<file path="src/hw/mpu_macros.svh">
`ifndef MPU_MACROS_SVH
`define MPU_MACROS_SVH

// ====================
// address map, upper bits of the 32-bit byte address
`define MPU_PIC_BASE    24'hFFDC0F   // interrupt controller window
`define MPU_PIT_BASE    24'hFFDC11   // interval timer window
`define MPU_IO_PAGE     8'hFF        // rest of this page is unmapped

// external bus, cycles in ST_ACCESS before giving up
`define MPU_BUS_TIMEOUT 16

// source 0 reads as "no interrupt"
`define MPU_NUM_SRC     32
`define MPU_PIT_CH      3

// ====================
// timer registers, per channel at ch*16 plus these
`define PIT_RELOAD      4'h0
`define PIT_COUNT       4'h4
`define PIT_CTRL        4'h8
`define PIT_PRESCALE    8'h30        // shared prescaler
`define PIT_CTRL_EN     0            // ctrl bit, channel running
`define PIT_CTRL_AR     1            // ctrl bit, reload at terminal count

// interrupt controller registers
`define PIC_ENABLE      8'h00
`define PIC_PENDING     8'h04
`define PIC_CLEAR       8'h08        // write ones to clear pending
`define PIC_LEVEL       8'h0C

`endif
</file>
<file path="src/hw/mpu_pkg.sv">
`default_nettype none

package mpu_pkg;

	// ====================
	// master side bus cycle, wishbone style strobes
	typedef struct packed {
		logic        cyc;
		logic        stb;
		logic        we;
		logic [3:0]  sel;   // byte lanes, only meaningful on the external bus
		logic [31:0] adr;
		logic [31:0] dat;
	} bus_req_t;

	typedef struct packed {
		logic        ack;
		logic        err;
		logic [31:0] dat;
	} bus_rsp_t;

	// internal register port of the timer and the controller
	typedef struct packed {
		logic        stb;   // single cycle
		logic        we;
		logic [7:0]  ofs;   // byte offset inside the 256 byte window
		logic [31:0] dat;
	} reg_req_t;

	typedef struct packed {
		logic        ack;   // one cycle after stb
		logic [31:0] dat;
	} reg_rsp_t;

	// ====================
	typedef enum logic [1:0] {
		ST_IDLE,
		ST_ACCESS,
		ST_RESP
	} bus_state_e;

	typedef enum logic [1:0] {
		TGT_NONE,   // unmapped hole in the io page
		TGT_PIT,
		TGT_PIC,
		TGT_EXT
	} target_e;

endpackage

`default_nettype wire

</file>
<file path="src/hw/mpu_io_hub.sv">
`timescale 1ns/1ps
`default_nettype none
`include "mpu_macros.svh"

module mpu_io_hub import mpu_pkg::*; (
	input  wire        clk_i,
	input  wire        rst_n_i,
	input  wire        bus_req_t cpu_req_i,
	output bus_rsp_t   cpu_rsp_o,
	output bus_req_t   ext_req_o,
	input  wire        bus_rsp_t ext_rsp_i,
	input  wire [28:1] irq_src_i,
	output logic [3:0] irq_o,
	output logic [7:0] cause_o,
	output logic       pit_out2_o
);

	reg_req_t                pit_req;
	reg_req_t                pic_req;
	reg_rsp_t                pit_rsp;
	reg_rsp_t                pic_rsp;
	logic [`MPU_PIT_CH-1:0]  pit_out;
	logic [`MPU_NUM_SRC-1:0] pic_src;

	// ====================
	// timer channels on the top sources, ch0 highest
	assign pic_src    = {pit_out[0], pit_out[1], pit_out[2], irq_src_i, 1'b0};
	assign pit_out2_o = pit_out[2];

	bus_cycle_fsm u_fsm (
		.clk_i     (clk_i),
		.rst_n_i   (rst_n_i),
		.cpu_req_i (cpu_req_i),
		.cpu_rsp_o (cpu_rsp_o),
		.ext_req_o (ext_req_o),
		.ext_rsp_i (ext_rsp_i),
		.pit_req_o (pit_req),
		.pic_req_o (pic_req),
		.pit_rsp_i (pit_rsp),
		.pic_rsp_i (pic_rsp)
	);

	interval_timer u_pit (
		.clk_i     (clk_i),
		.rst_n_i   (rst_n_i),
		.req_i     (pit_req),
		.rsp_o     (pit_rsp),
		.pit_out_o (pit_out)
	);

	irq_controller u_pic (
		.clk_i     (clk_i),
		.rst_n_i   (rst_n_i),
		.req_i     (pic_req),
		.rsp_o     (pic_rsp),
		.src_i     (pic_src),
		.irq_o     (irq_o),   // level to the core
		.cause_o   (cause_o)
	);

endmodule

`default_nettype wire

</file>
<file path="src/hw/irq_controller.sv">
`timescale 1ns/1ps
`default_nettype none
`include "mpu_macros.svh"

module irq_controller import mpu_pkg::*; (
	input  wire                      clk_i,
	input  wire                      rst_n_i,
	input  wire                      reg_req_t req_i,
	output reg_rsp_t                 rsp_o,
	input  wire [`MPU_NUM_SRC-1:0]   src_i,     // bit 0 unused
	output logic [3:0]               irq_o,
	output logic [7:0]               cause_o
);

	localparam int NS = `MPU_NUM_SRC;

	logic [NS-1:0] src_q;       // previous sample for edge detect
	logic [NS-1:0] enable_q;
	logic [NS-1:0] pending_q;
	logic [NS-1:0] rise;
	logic [NS-1:0] clr_mask;
	logic [3:0]    level_q;
	logic [3:0]    irq_d;
	logic [7:0]    cause_d;
	logic          wr;
	logic [31:0]   rd_dat;
	logic          ack_q;
	logic [31:0]   rdat_q;

	assign wr = req_i.stb & req_i.we;

	// ====================
	// edge detect and pending
	assign rise     = src_i & ~src_q & enable_q & {{(NS-1){1'b1}}, 1'b0};
	assign clr_mask = (wr && req_i.ofs == `PIC_CLEAR) ? NS'(req_i.dat) : '0;

	always_ff @(posedge clk_i or negedge rst_n_i) begin
		if (!rst_n_i) begin
			src_q     <= '0;
			enable_q  <= '0;
			pending_q <= '0;
			level_q   <= '0;
		end else begin
			src_q     <= src_i;
			pending_q <= (pending_q & ~clr_mask) | rise;   // new edge beats clear
			if (wr && req_i.ofs == `PIC_ENABLE)
				enable_q <= NS'(req_i.dat);
			if (wr && req_i.ofs == `PIC_LEVEL)
				level_q <= req_i.dat[3:0];
		end
	end

	// ====================
	// priority encode, highest number wins
	always_comb begin
		cause_d = '0;
		for (int i = 1; i < NS; i++)
			if (pending_q[i])
				cause_d = 8'(i);
		irq_d = (|pending_q) ? level_q : '0;
	end

	always_ff @(posedge clk_i or negedge rst_n_i) begin
		if (!rst_n_i) begin
			irq_o   <= '0;
			cause_o <= '0;
		end else begin
			irq_o   <= irq_d;
			cause_o <= cause_d;
		end
	end

	// ====================
	// register readback
	always_comb begin
		case (req_i.ofs)
			`PIC_ENABLE:  rd_dat = 32'(enable_q);
			`PIC_PENDING: rd_dat = 32'(pending_q);
			`PIC_LEVEL:   rd_dat = {28'd0, level_q};
			default:      rd_dat = '0;   // clear reads as zero
		endcase
	end

	always_ff @(posedge clk_i or negedge rst_n_i) begin
		if (!rst_n_i)
			ack_q <= 1'b0;
		else
			ack_q <= req_i.stb;
	end

	always_ff @(posedge clk_i) begin
		if (req_i.stb && !req_i.we)
			rdat_q <= rd_dat;
	end

	assign rsp_o = '{ack: ack_q, dat: rdat_q};

endmodule

`default_nettype wire

</file>
<file path="src/hw/interval_timer.sv">
`timescale 1ns/1ps
`default_nettype none
`include "mpu_macros.svh"

module interval_timer import mpu_pkg::*; (
	input  wire                     clk_i,
	input  wire                     rst_n_i,
	input  wire                     reg_req_t req_i,
	output reg_rsp_t                rsp_o,
	output logic [`MPU_PIT_CH-1:0]  pit_out_o
);

	localparam int CH = `MPU_PIT_CH;

	logic [31:0]   pre_q;          // prescale divisor minus one
	logic [31:0]   pre_cnt_q;
	logic          tick;           // one clk per prescaler period
	logic [31:0]   reload_q [CH];
	logic [31:0]   count_q  [CH];
	logic [CH-1:0] en_q;
	logic [CH-1:0] ar_q;           // auto-reload
	logic [CH-1:0] term;           // terminal count this clk
	logic          wr;
	logic [31:0]   rd_dat;
	logic          ack_q;
	logic [31:0]   rdat_q;

	assign wr   = req_i.stb & req_i.we;
	assign tick = pre_cnt_q == pre_q;

	// ====================
	// shared prescaler
	always_ff @(posedge clk_i or negedge rst_n_i) begin
		if (!rst_n_i) begin
			pre_q     <= '0;
			pre_cnt_q <= '0;
		end else if (wr && req_i.ofs == `PIT_PRESCALE) begin
			pre_q     <= req_i.dat;
			pre_cnt_q <= '0;   // restart the period
		end else begin
			pre_cnt_q <= tick ? '0 : pre_cnt_q + 1'b1;
		end
	end

	// count of 1 (or 0) is the last tick of a period
	always_comb begin
		for (int c = 0; c < CH; c++)
			term[c] = en_q[c] & tick & (count_q[c] <= 32'd1);
	end

	// ====================
	// channels
	always_ff @(posedge clk_i) begin
		for (int c = 0; c < CH; c++)
			if (wr && req_i.ofs == {2'b00, 2'(c), `PIT_RELOAD})
				reload_q[c] <= req_i.dat;
	end

	always_ff @(posedge clk_i or negedge rst_n_i) begin
		if (!rst_n_i) begin
			en_q      <= '0;
			ar_q      <= '0;
			pit_out_o <= '0;
			for (int c = 0; c < CH; c++)
				count_q[c] <= '0;
		end else begin
			for (int c = 0; c < CH; c++) begin
				pit_out_o[c] <= term[c];   // single clk pulse
				if (wr && req_i.ofs == {2'b00, 2'(c), `PIT_CTRL}) begin
					en_q[c] <= req_i.dat[`PIT_CTRL_EN];
					ar_q[c] <= req_i.dat[`PIT_CTRL_AR];
					if (req_i.dat[`PIT_CTRL_EN])
						count_q[c] <= reload_q[c];   // start from reload
				end else if (term[c]) begin
					count_q[c] <= ar_q[c] ? reload_q[c] : '0;
					en_q[c]    <= ar_q[c];   // one-shot stops itself
				end else if (en_q[c] && tick) begin
					count_q[c] <= count_q[c] - 1'b1;
				end
			end
		end
	end

	// ====================
	// register readback
	always_comb begin
		rd_dat = '0;
		if (req_i.ofs == `PIT_PRESCALE)
			rd_dat = pre_q;
		for (int c = 0; c < CH; c++) begin
			if (req_i.ofs == {2'b00, 2'(c), `PIT_RELOAD})
				rd_dat = reload_q[c];
			if (req_i.ofs == {2'b00, 2'(c), `PIT_COUNT})
				rd_dat = count_q[c];   // live value
			if (req_i.ofs == {2'b00, 2'(c), `PIT_CTRL}) begin
				rd_dat[`PIT_CTRL_EN] = en_q[c];
				rd_dat[`PIT_CTRL_AR] = ar_q[c];
			end
		end
	end

	always_ff @(posedge clk_i or negedge rst_n_i) begin
		if (!rst_n_i)
			ack_q <= 1'b0;
		else
			ack_q <= req_i.stb;
	end

	always_ff @(posedge clk_i) begin
		if (req_i.stb && !req_i.we)
			rdat_q <= rd_dat;
	end

	assign rsp_o = '{ack: ack_q, dat: rdat_q};

endmodule

`default_nettype wire

</file>
<file path="src/hw/bus_cycle_fsm.sv">
`timescale 1ns/1ps
`default_nettype none
`include "mpu_macros.svh"

module bus_cycle_fsm import mpu_pkg::*; (
	input  wire      clk_i,
	input  wire      rst_n_i,
	input  wire      bus_req_t cpu_req_i,
	output bus_rsp_t cpu_rsp_o,
	output bus_req_t ext_req_o,
	input  wire      bus_rsp_t ext_rsp_i,
	output reg_req_t pit_req_o,
	output reg_req_t pic_req_o,
	input  wire      reg_rsp_t pit_rsp_i,
	input  wire      reg_rsp_t pic_rsp_i
);

	localparam int unsigned TMO_W = $clog2(`MPU_BUS_TIMEOUT + 1);

	bus_state_e       state_q;
	target_e          tgt_q;
	target_e          tgt_dec;      // decode of the live address
	logic [TMO_W-1:0] tmo_cnt_q;    // cycles spent waiting on the external bus
	logic             ext_act_q;    // external cyc/stb
	logic             pit_stb_q;
	logic             pic_stb_q;
	logic             rsp_err_q;
	logic [31:0]      rsp_dat_q;
	logic [31:0]      sel_dat;      // read data of the selected target
	logic             cpu_go;
	logic             ext_done;
	logic             tmo_hit;
	logic             int_done;

	// ====================
	// address decode
	always_comb begin
		if (cpu_req_i.adr[31:8] == `MPU_PIC_BASE)
			tgt_dec = TGT_PIC;
		else if (cpu_req_i.adr[31:8] == `MPU_PIT_BASE)
			tgt_dec = TGT_PIT;
		else if (cpu_req_i.adr[31:24] == `MPU_IO_PAGE)
			tgt_dec = TGT_NONE;   // hole in the io page
		else
			tgt_dec = TGT_EXT;
	end

	assign cpu_go   = (state_q == ST_IDLE) && cpu_req_i.cyc && cpu_req_i.stb;
	assign ext_done = ext_rsp_i.ack | ext_rsp_i.err;
	assign tmo_hit  = tmo_cnt_q == TMO_W'(`MPU_BUS_TIMEOUT - 1);
	assign int_done = ((tgt_q == TGT_PIT) && pit_rsp_i.ack) ||
		((tgt_q == TGT_PIC) && pic_rsp_i.ack);

	// response data steering
	always_comb begin
		case (tgt_q)
			TGT_PIT: sel_dat = pit_rsp_i.dat;
			TGT_PIC: sel_dat = pic_rsp_i.dat;
			TGT_EXT: sel_dat = ext_rsp_i.dat;
			default: sel_dat = '0;
		endcase
	end

	// ====================
	// cycle state machine
	always_ff @(posedge clk_i or negedge rst_n_i) begin
		if (!rst_n_i) begin
			state_q   <= ST_IDLE;
			tgt_q     <= TGT_NONE;
			tmo_cnt_q <= '0;
			ext_act_q <= 1'b0;
			pit_stb_q <= 1'b0;
			pic_stb_q <= 1'b0;
			rsp_err_q <= 1'b0;
		end else begin
			pit_stb_q <= 1'b0;   // strobes are single pulses
			pic_stb_q <= 1'b0;
			case (state_q)
				ST_IDLE: begin
					if (cpu_go) begin
						tgt_q     <= tgt_dec;
						tmo_cnt_q <= '0;
						case (tgt_dec)
							TGT_PIT: begin
								pit_stb_q <= 1'b1;
								state_q   <= ST_ACCESS;
							end
							TGT_PIC: begin
								pic_stb_q <= 1'b1;
								state_q   <= ST_ACCESS;
							end
							TGT_EXT: begin
								ext_act_q <= 1'b1;   // held until ack, err or timeout
								state_q   <= ST_ACCESS;
							end
							default: begin
								rsp_err_q <= 1'b1;   // unmapped, error right away
								state_q   <= ST_RESP;
							end
						endcase
					end
				end
				ST_ACCESS: begin
					if (tgt_q == TGT_EXT) begin
						if (ext_done || tmo_hit) begin
							ext_act_q <= 1'b0;
							rsp_err_q <= ext_rsp_i.err | ~ext_rsp_i.ack;   // timeout is err too
							state_q   <= ST_RESP;
						end else begin
							tmo_cnt_q <= tmo_cnt_q + 1'b1;
						end
					end else if (int_done) begin
						rsp_err_q <= 1'b0;
						state_q   <= ST_RESP;
					end
				end
				ST_RESP: begin
					rsp_err_q <= 1'b0;   // err only valid with ack
					state_q   <= ST_IDLE;
				end
				default: state_q <= ST_IDLE;
			endcase
		end
	end

	// response payload, last ACCESS sample wins
	always_ff @(posedge clk_i) begin
		if (state_q == ST_ACCESS)
			rsp_dat_q <= sel_dat;
		else if (cpu_go)
			rsp_dat_q <= '0;   // unmapped read returns zero
	end

	// ====================
	assign cpu_rsp_o = '{ack: state_q == ST_RESP, err: rsp_err_q, dat: rsp_dat_q};

	// master holds adr/dat stable, only the strobes are ours
	assign ext_req_o = '{cyc: ext_act_q, stb: ext_act_q, we: cpu_req_i.we,
		sel: cpu_req_i.sel, adr: cpu_req_i.adr, dat: cpu_req_i.dat};
	assign pit_req_o = '{stb: pit_stb_q, we: cpu_req_i.we,
		ofs: cpu_req_i.adr[7:0], dat: cpu_req_i.dat};
	assign pic_req_o = '{stb: pic_stb_q, we: cpu_req_i.we,
		ofs: cpu_req_i.adr[7:0], dat: cpu_req_i.dat};

endmodule

`default_nettype wire

</file>
<file path="config.mk">
export PLATFORM = sky130hd
export DESIGN_NAME = mpu_io_hub
export DESIGN_NICKNAME = d
export VERILOG_FILES = /design/src/hw/mpu_pkg.sv /design/src/hw/mpu_io_hub.sv /design/src/hw/irq_controller.sv /design/src/hw/interval_timer.sv /design/src/hw/bus_cycle_fsm.sv
export VERILOG_INCLUDE_DIRS = /design/src /design/src/hw
export SDC_FILE = /design/constraint.sdc
export NUM_CORES = 1
export LEC_CHECK = 0
export ABC_CLOCK_PERIOD_IN_PS = 4400
export BUFFER_PORTS_ARGS = -buffer_cell sky130_fd_sc_hd__buf_2
export CORE_MARGIN = 2
export CORE_UTILIZATION = 47
export CTS_BUF_LIST = sky130_fd_sc_hd__clkbuf_8
export DETAILED_ROUTE_END_ITERATION = 8
export PLACE_DENSITY = 0.64
export SYNTH_ARGS = -nofsm -noshare
export SYNTH_HDL_FRONTEND = slang
export SYNTH_SLANG_ARGS = --single-unit
</file>
<file path="constraint.sdc">
create_clock -name clk_i -period 4.4 [get_ports clk_i]
set_input_delay 0 -clock clk_i [delete_from_list [all_inputs] [get_ports clk_i]]
set_output_delay 0 -clock clk_i [all_outputs]
set_load 0.01 [all_outputs]
</file>
; ---- Word-level counts from Yosys, hierarchy flattened
; Memory sizes are Yosys's and may differ from the RTL's.
; Index checks and enable logic that the tools add are counted.
[totals]
ff_bits = 391
out_inout_bits = 118
mem_bits_rw = 96
n_memories = 1
elab_cells = 247
in_bits = 135
[op_classes]
n_mux = 112
bitwise_logic = 17
n_lt_le_gt_ge = 3
n_addsub = 5
reduce_logical = 45
eq_ne = 34
[mem_list]
columns = name, words, width, read_ports, rd_clocked_by_memory_dff, wr, line
row1 = u_pit.reload_q, 3, 32, 3, 0, 1, interval_timer.sv:18  ; logic [31:0] reload_q [CH];
[op_table]
columns = cell, count
row1 = $mux 32, 29
row2 = $mux 8, 30
row3 = $pmux 32 s3, 2
row4 = $and 32x32->32, 3
row5 = $le 32x1->1 const B, 3
row6 = $reduce_or 32->1, 3
row7 = $sub 32x1->32 const B, 3
row8 = $not 32->32, 2
row9 = $eq 24x24->1 const B, 2
row10 = $add 32x1->32 const B, 1
row11 = $eq 32x32->1, 1
row12 = $eq 8x6->1 const B, 4
row13 = $or 32x32->32, 1
row14 = $mux 1, 30
row15 = $mux 2, 13
row16 = $eq 8x5->1 const B, 3
row17 = $logic_and 1x1->1, 19
row18 = $eq 8x4->1 const B, 2
row19 = $mux 5, 3
row20 = $ne 2x2->1 const B, 6
row21 = $reduce_bool 3->1, 4
row22 = $eq 2x2->1 const B, 5
row23 = $pmux 5 s2, 1
row24 = $reduce_and 5->1, 2
row25 = other kinds (24), 44

; ---- Logic depth before layout (Yosys ltp)
[logic_depth]
word_depth = 31
mapped_depth = 12
mapped_depth_nobuf = 10

; ---- Hierarchy
; A second synthesis with hierarchy kept.
[unflattened]
hier_cells = 2233
hier_area_um2 = 24458.5
[by_module_without_submodules]
columns = module, cells_each, instances, seq_area_each_um2, area_per_inst_um2
row1 = interval_timer, 1412, 1, 8097.8, 15067.0
row2 = irq_controller, 440, 1, 3688.5, 5709.2
row3 = bus_cycle_fsm, 380, 1, 1286.2, 3678.5
row4 = mpu_io_hub, 1, 1, 0.0, 3.8

; ---- Worst setup path before layout
; OpenSTA, ideal clock, no wires.
[synth_path]
path_kind = input to register
from = input cpu_req_i[37] (netlist name)
to = memory u_pit.reload_q[0][0], enable pin
required_time_ns = 3.939
t_arrival_ns = 2.940
path_buffers = 1
path_slack_ns = 1.000
setup_time_ns = 0.461
cell_stages = 3
path_cell_list = or4_1 -> clkbuf_1 -> nor3_1
[synth_between]
elab_chain_len = 7
word_cells_on_any_way = 18
cone_classes = eq/ne (2) / mux (10) / reduce/logical (6)
[synth_lines]
columns = element, line
row1 = start: declaration, mpu_io_hub.sv:8  ; input wire bus_req_t cpu_req_i,
row2 = $eq 8x5->1, interval_timer.sv:55  ; if (wr && req_i.ofs == {2'b00, 2'(c), `PIT_RELOAD})
row3 = $logic_and 1x1->1, interval_timer.sv:55
row4 = $mux 1, interval_timer.sv:55
row5 = $mux 1 (not written as such), interval_timer.sv:56  ; reload_q[c] <= req_i.dat;
row6 = $reduce_or 32->1 (no line), --
row7 = $mux 2 (no line) / $mux 1 (equally long branches) (2 in a row), --
row8 = end: declaration, interval_timer.sv:18
; Several ways; a longest one is shown, not always the timed one.

; ---- Worst setup path after layout
[layout_path]
from = register u_pit.pre_q[21]
to = register u_pit.count_q[4] (netlist name)
[layout_between]
elab_chain_len = 5
word_cells_on_any_way = 8
cone_classes = eq/ne (1) / mux (2) / bitwise (2) / reduce/logical (3)
[layout_lines]
columns = element, line
row1 = start: declaration, interval_timer.sv:15  ; logic [31:0] pre_q;
row2 = start signal: assignment, interval_timer.sv:38  ; pre_q <= req_i.dat;
row3 = $eq 32x32->1 *, interval_timer.sv:29  ; assign tick = pre_cnt_q == pre_q;
row4 = $and 1x1->1 (2 in a row), interval_timer.sv:48  ; term[c] = en_q[c] & tick & (count_q[c] <= 32'd1);
row5 = $reduce_bool 3->1 (no line) / $mux 32 (equally long branches), --
row6 = $reduce_and 2->1 (no line) / $mux 32 (equally long branches), --
row7 = end signal: indexed assignment, interval_timer.sv:73  ; count_q[c] <= reload_q[c];
row8 = end signal: indexed assignment, interval_timer.sv:75  ; count_q[c] <= ar_q[c] ? reload_q[c] : '0;
row9 = end signal: indexed assignment, interval_timer.sv:78  ; count_q[c] <= count_q[c] - 1'b1;
row10 = end: declaration, interval_timer.sv:19  ; logic [31:0] count_q [CH];
; Every way passes the cells marked *; elsewhere a longest branch is shown, timed or not.
; A chain may end at the register's enable or synchronous reset.

==> summary.md <==
• simple-gate share of the synthesized area: 14.7%
• clock insertion delay at the later pin of the skew report: 700 ps
• Worst Setup Start Kind: flop
• number of standard-cell rows in the floorplan: 81
• Synth async-reset ratio: 60.3%
• vertical die dimension: 227 um
• vias in the first global route: 19,377
• multiplexer share of the synthesized area: 4.94%
• Routability Congestion: 1.04
• peak fanout along the critical path: 10
• Yosys warning total: 0
• Longest Clk Path Bufs: 3
• Root Buffer Master: clkbuf_8
• Core Region: 49,100 um2
• final setup violation count: 0
• Clk pin slew, worst setup/hold paths: 60 ps
• sort of element at the end of the critical path: flop
• max-cap viol count: 0
• initial cell density of the core: 47.8%
• post-route antenna net violation count: 0
• peak clock frequency supported by timing: 272 MHz
• Final Routed Wirelength: 89,300 um
• largest area contributor in the netlist: dfrtp_1
• mean area per synthesized cell: 11.0 um2
• worst path arrival time: 4240 ps
• share of the synthesized area in compound gates (AO/OA/AOI/OAI): 16.3%
• maximum VDD drop: 0.356 mV
• total clock buffers created by CTS: 85
• part of the Yosys area used for sequential elements: 55.7%
• number of flops mapped to enable cells by yosys: 192
• combinational family with the most area after synthesis: compound AO/OA/AOI/OAI gates
• headroom to the max-slew limit: 26.6%
• number of violations reported at the end of detailed-routing iteration 0: 2,659
• count of clock tree sinks: 484
• CTS tree: done
• ratio of cells with drive above 1 in the final layout: 21.4%
• library cells used by synthesis: 82
• global-route usage over all layers: 34.2%
• remaining global-route overflow: 0
• cell count after synthesis: 2,136
• most frequent cell after synthesis: dfrtp_1
• most common flop cell mapped by yosys: dfrtp_1
• die area: 51,700 um2
• number of nets in the final layout: 2,623
• min cycle time layout: 3670 ps
• worst min path class: input port to output port
• synth top area cells: dfrtp_1, edfxtp_1, mux2_2, a22oi_1, nand2_1
• worst-case clock skew: 37.7 ps
• synthesized cell area: 23,400 um2
• post-DR vias/cell: 6.32
• pin count of the biggest net entering global routing: 122
• P per Cell Area: 379 nW/um2
• detail-routed net length per standard cell: 27.8 um
• Clock H-tree levels: 3
• Total Negative Setup Slacks: 0 ps
• layout-stage area growth over the synthesis result: 20.1%
• number of DRC violations after detailed routing: 0
• share of the clock period used by the worst path after layout: 83.5%
• data required time of the critical path: 4970 ps
• Worst-Margin Slew: 1100 ps
• Port-buffer cells: 241
• run status: completed
• #FFs+latches synth: 484
• portion of synthesized cell area occupied by the leading cell type: 31.2%
• detailed-router iteration count before antenna repair: 8
• vias post-DR: 20,331
• global-route wire length before repair: 128,000 um
• Static Leak: 12.0 nW
• WS Path Type: flop to flop
• fraction of the mapped netlist area in adder cells: 0.480%
• sum of net half-perimeters after detailed placement: 62,500 um
• number of antenna violations at the first check in global routing: 0
• RSZ-0062 raised after global routing: no
• die width: 227 um
• top cells by count, synth: dfrtp_1, nand2_1, edfxtp_1
• pins over their slew limit: 0
• Antenna Diode Count: 0
• buffers inserted during post-CTS setup optimization: 0
• count of final hold-check violations: 0
• final hold slack: 0.00443 ps
• number of top-level pins: 253
• xor and xnor area share after synthesis: 2.39%
per-layer routing:
layer	vias up	track usage (%)	share of wire (%)
met1	10082	45.8	39
met4	0	19.9	6.1
met3	263	7.87	10
met5	-	0	0
li1	8671	-	-
met2	1315	51.1	44
area by class of cell:
type,count,area (um2)
Fill cell,4183,20900
Sequential cell,484,13100
Tap cell,664,831
Timing Repair Buffer,436,3090
Inverter,74,278
Clock inverter,66,407
Clock buffer,94,1290
Multi-Input combinational cell,1398,9190
sequential cells by signal, summed over array words and instances, names as in the netlist, 4 cells and up:
register,flops
u_pit.count_q,96
u_pit.reload_q,96
u_fsm.rsp_dat_q,32
u_pic.enable_q,32
u_pic.pending_q,32
u_pic.rdat_q,32
u_pit.pre_cnt_q,32
u_pit.pre_q,32
u_pit.rdat_q,32
u_pic.src_q,31
u_fsm.tmo_cnt_q,5
u_pic.cause_o,5
u_pic.irq_o,4
u_pic.level_q,4
report_power, final:
| part | internal, mW | switching (mW) |
|---|---|---|
| Combinational | 0.475 | 0.880 |
| Sequential | 4.98 | 0.151 |
| Clock | 2.17 | 2.01 |
| Total | 7.63 | 3.04 |
logic make-up after synthesis:
kind of cell | count (synthesis)
compound gates | 513
xor+xnor | 64
fa+ha+maj | 9
buf+inv | 256
flops | 484
mux | 103
other cells | 1
simple gates | 706
cell usage in the layout, fill, tap and decap left out, drive strengths merged, types with 14 or more instances in the layout:
cell type      n
clkinv        23
dfrtp        292
a221o         23
nor2         179
nor3          62
a32o          31
clkbuf        94
nand2        218
or3           16
nand4         14
xor2          54
a21oi         71
dlygate4sd3  144
a22o          31
inv          112
nand3         71
mux2         101
or4           14
a222oi        18
a32oi         18
a22oi        120
o21ai         73
a41oi         14
edfxtp       192
buf          292
nor4          35
and3          24
critical path: stages (launching register included):
cell	delay [ps]
dfrtp_1	480
xor2_1	180
nor4_1	620
nand4_1	400
or4_1	810
o31ai_4	610
buf_4	300
nand2_1	70
o311ai_0	70
what timing repair did:
| item | 4_1_cts | 5_1_grt |
|---|---|---|
| endpoints found under the hold margin | 636 | 0 |
| gates resized for setup | 0 | 0 |
| hold buffers | 145 | 0 |
path summary, 6_finish.rpt:
kind | startpoint | endpoint | slack (ps) | cells past startpoint
worst max-delay path | u_pit.pre_q[21] | u_pit.count_q[4] | 730 | 8
worst min-delay path | cpu_req_i[65] | ext_req_o[65] | 0.004 | 0
worst max register to register | u_pit.pre_q[21] | u_pit.count_q[4] | 730 | 8
worst min register to register | u_pit.pit_out_o[0] | u_pic.src_q[31] | 390 | 0
max in group asynchronous | rst_n_i | u_pic.enable_q[15] | 3210 | 4
min in group asynchronous | rst_n_i | u_pit.count_q[88] | 470 | 4
stage by stage:
step / util, % / instance area, um2 / setup slack (ps) / instances / power [mW]
5_1_grt: 57.4 / 28200 / 654 / 3216 / 11.1
4_1_cts: 57.4 / 28200 / 895 / 3216 / 10.7
3_3_place_gp: 50.9 / 25000 / 936 / 2911 / 6.42
2_1_floorplan: - / 23500 / 1000 / 2138 / 5.85
6_report: 57.4 / 28200 / 727 / 3216 / 10.7
3_5_place_dp: 50.9 / 25000 / 905 / 2911 / 6.44
No activity file was read; power rests on OpenSTA's default activity.
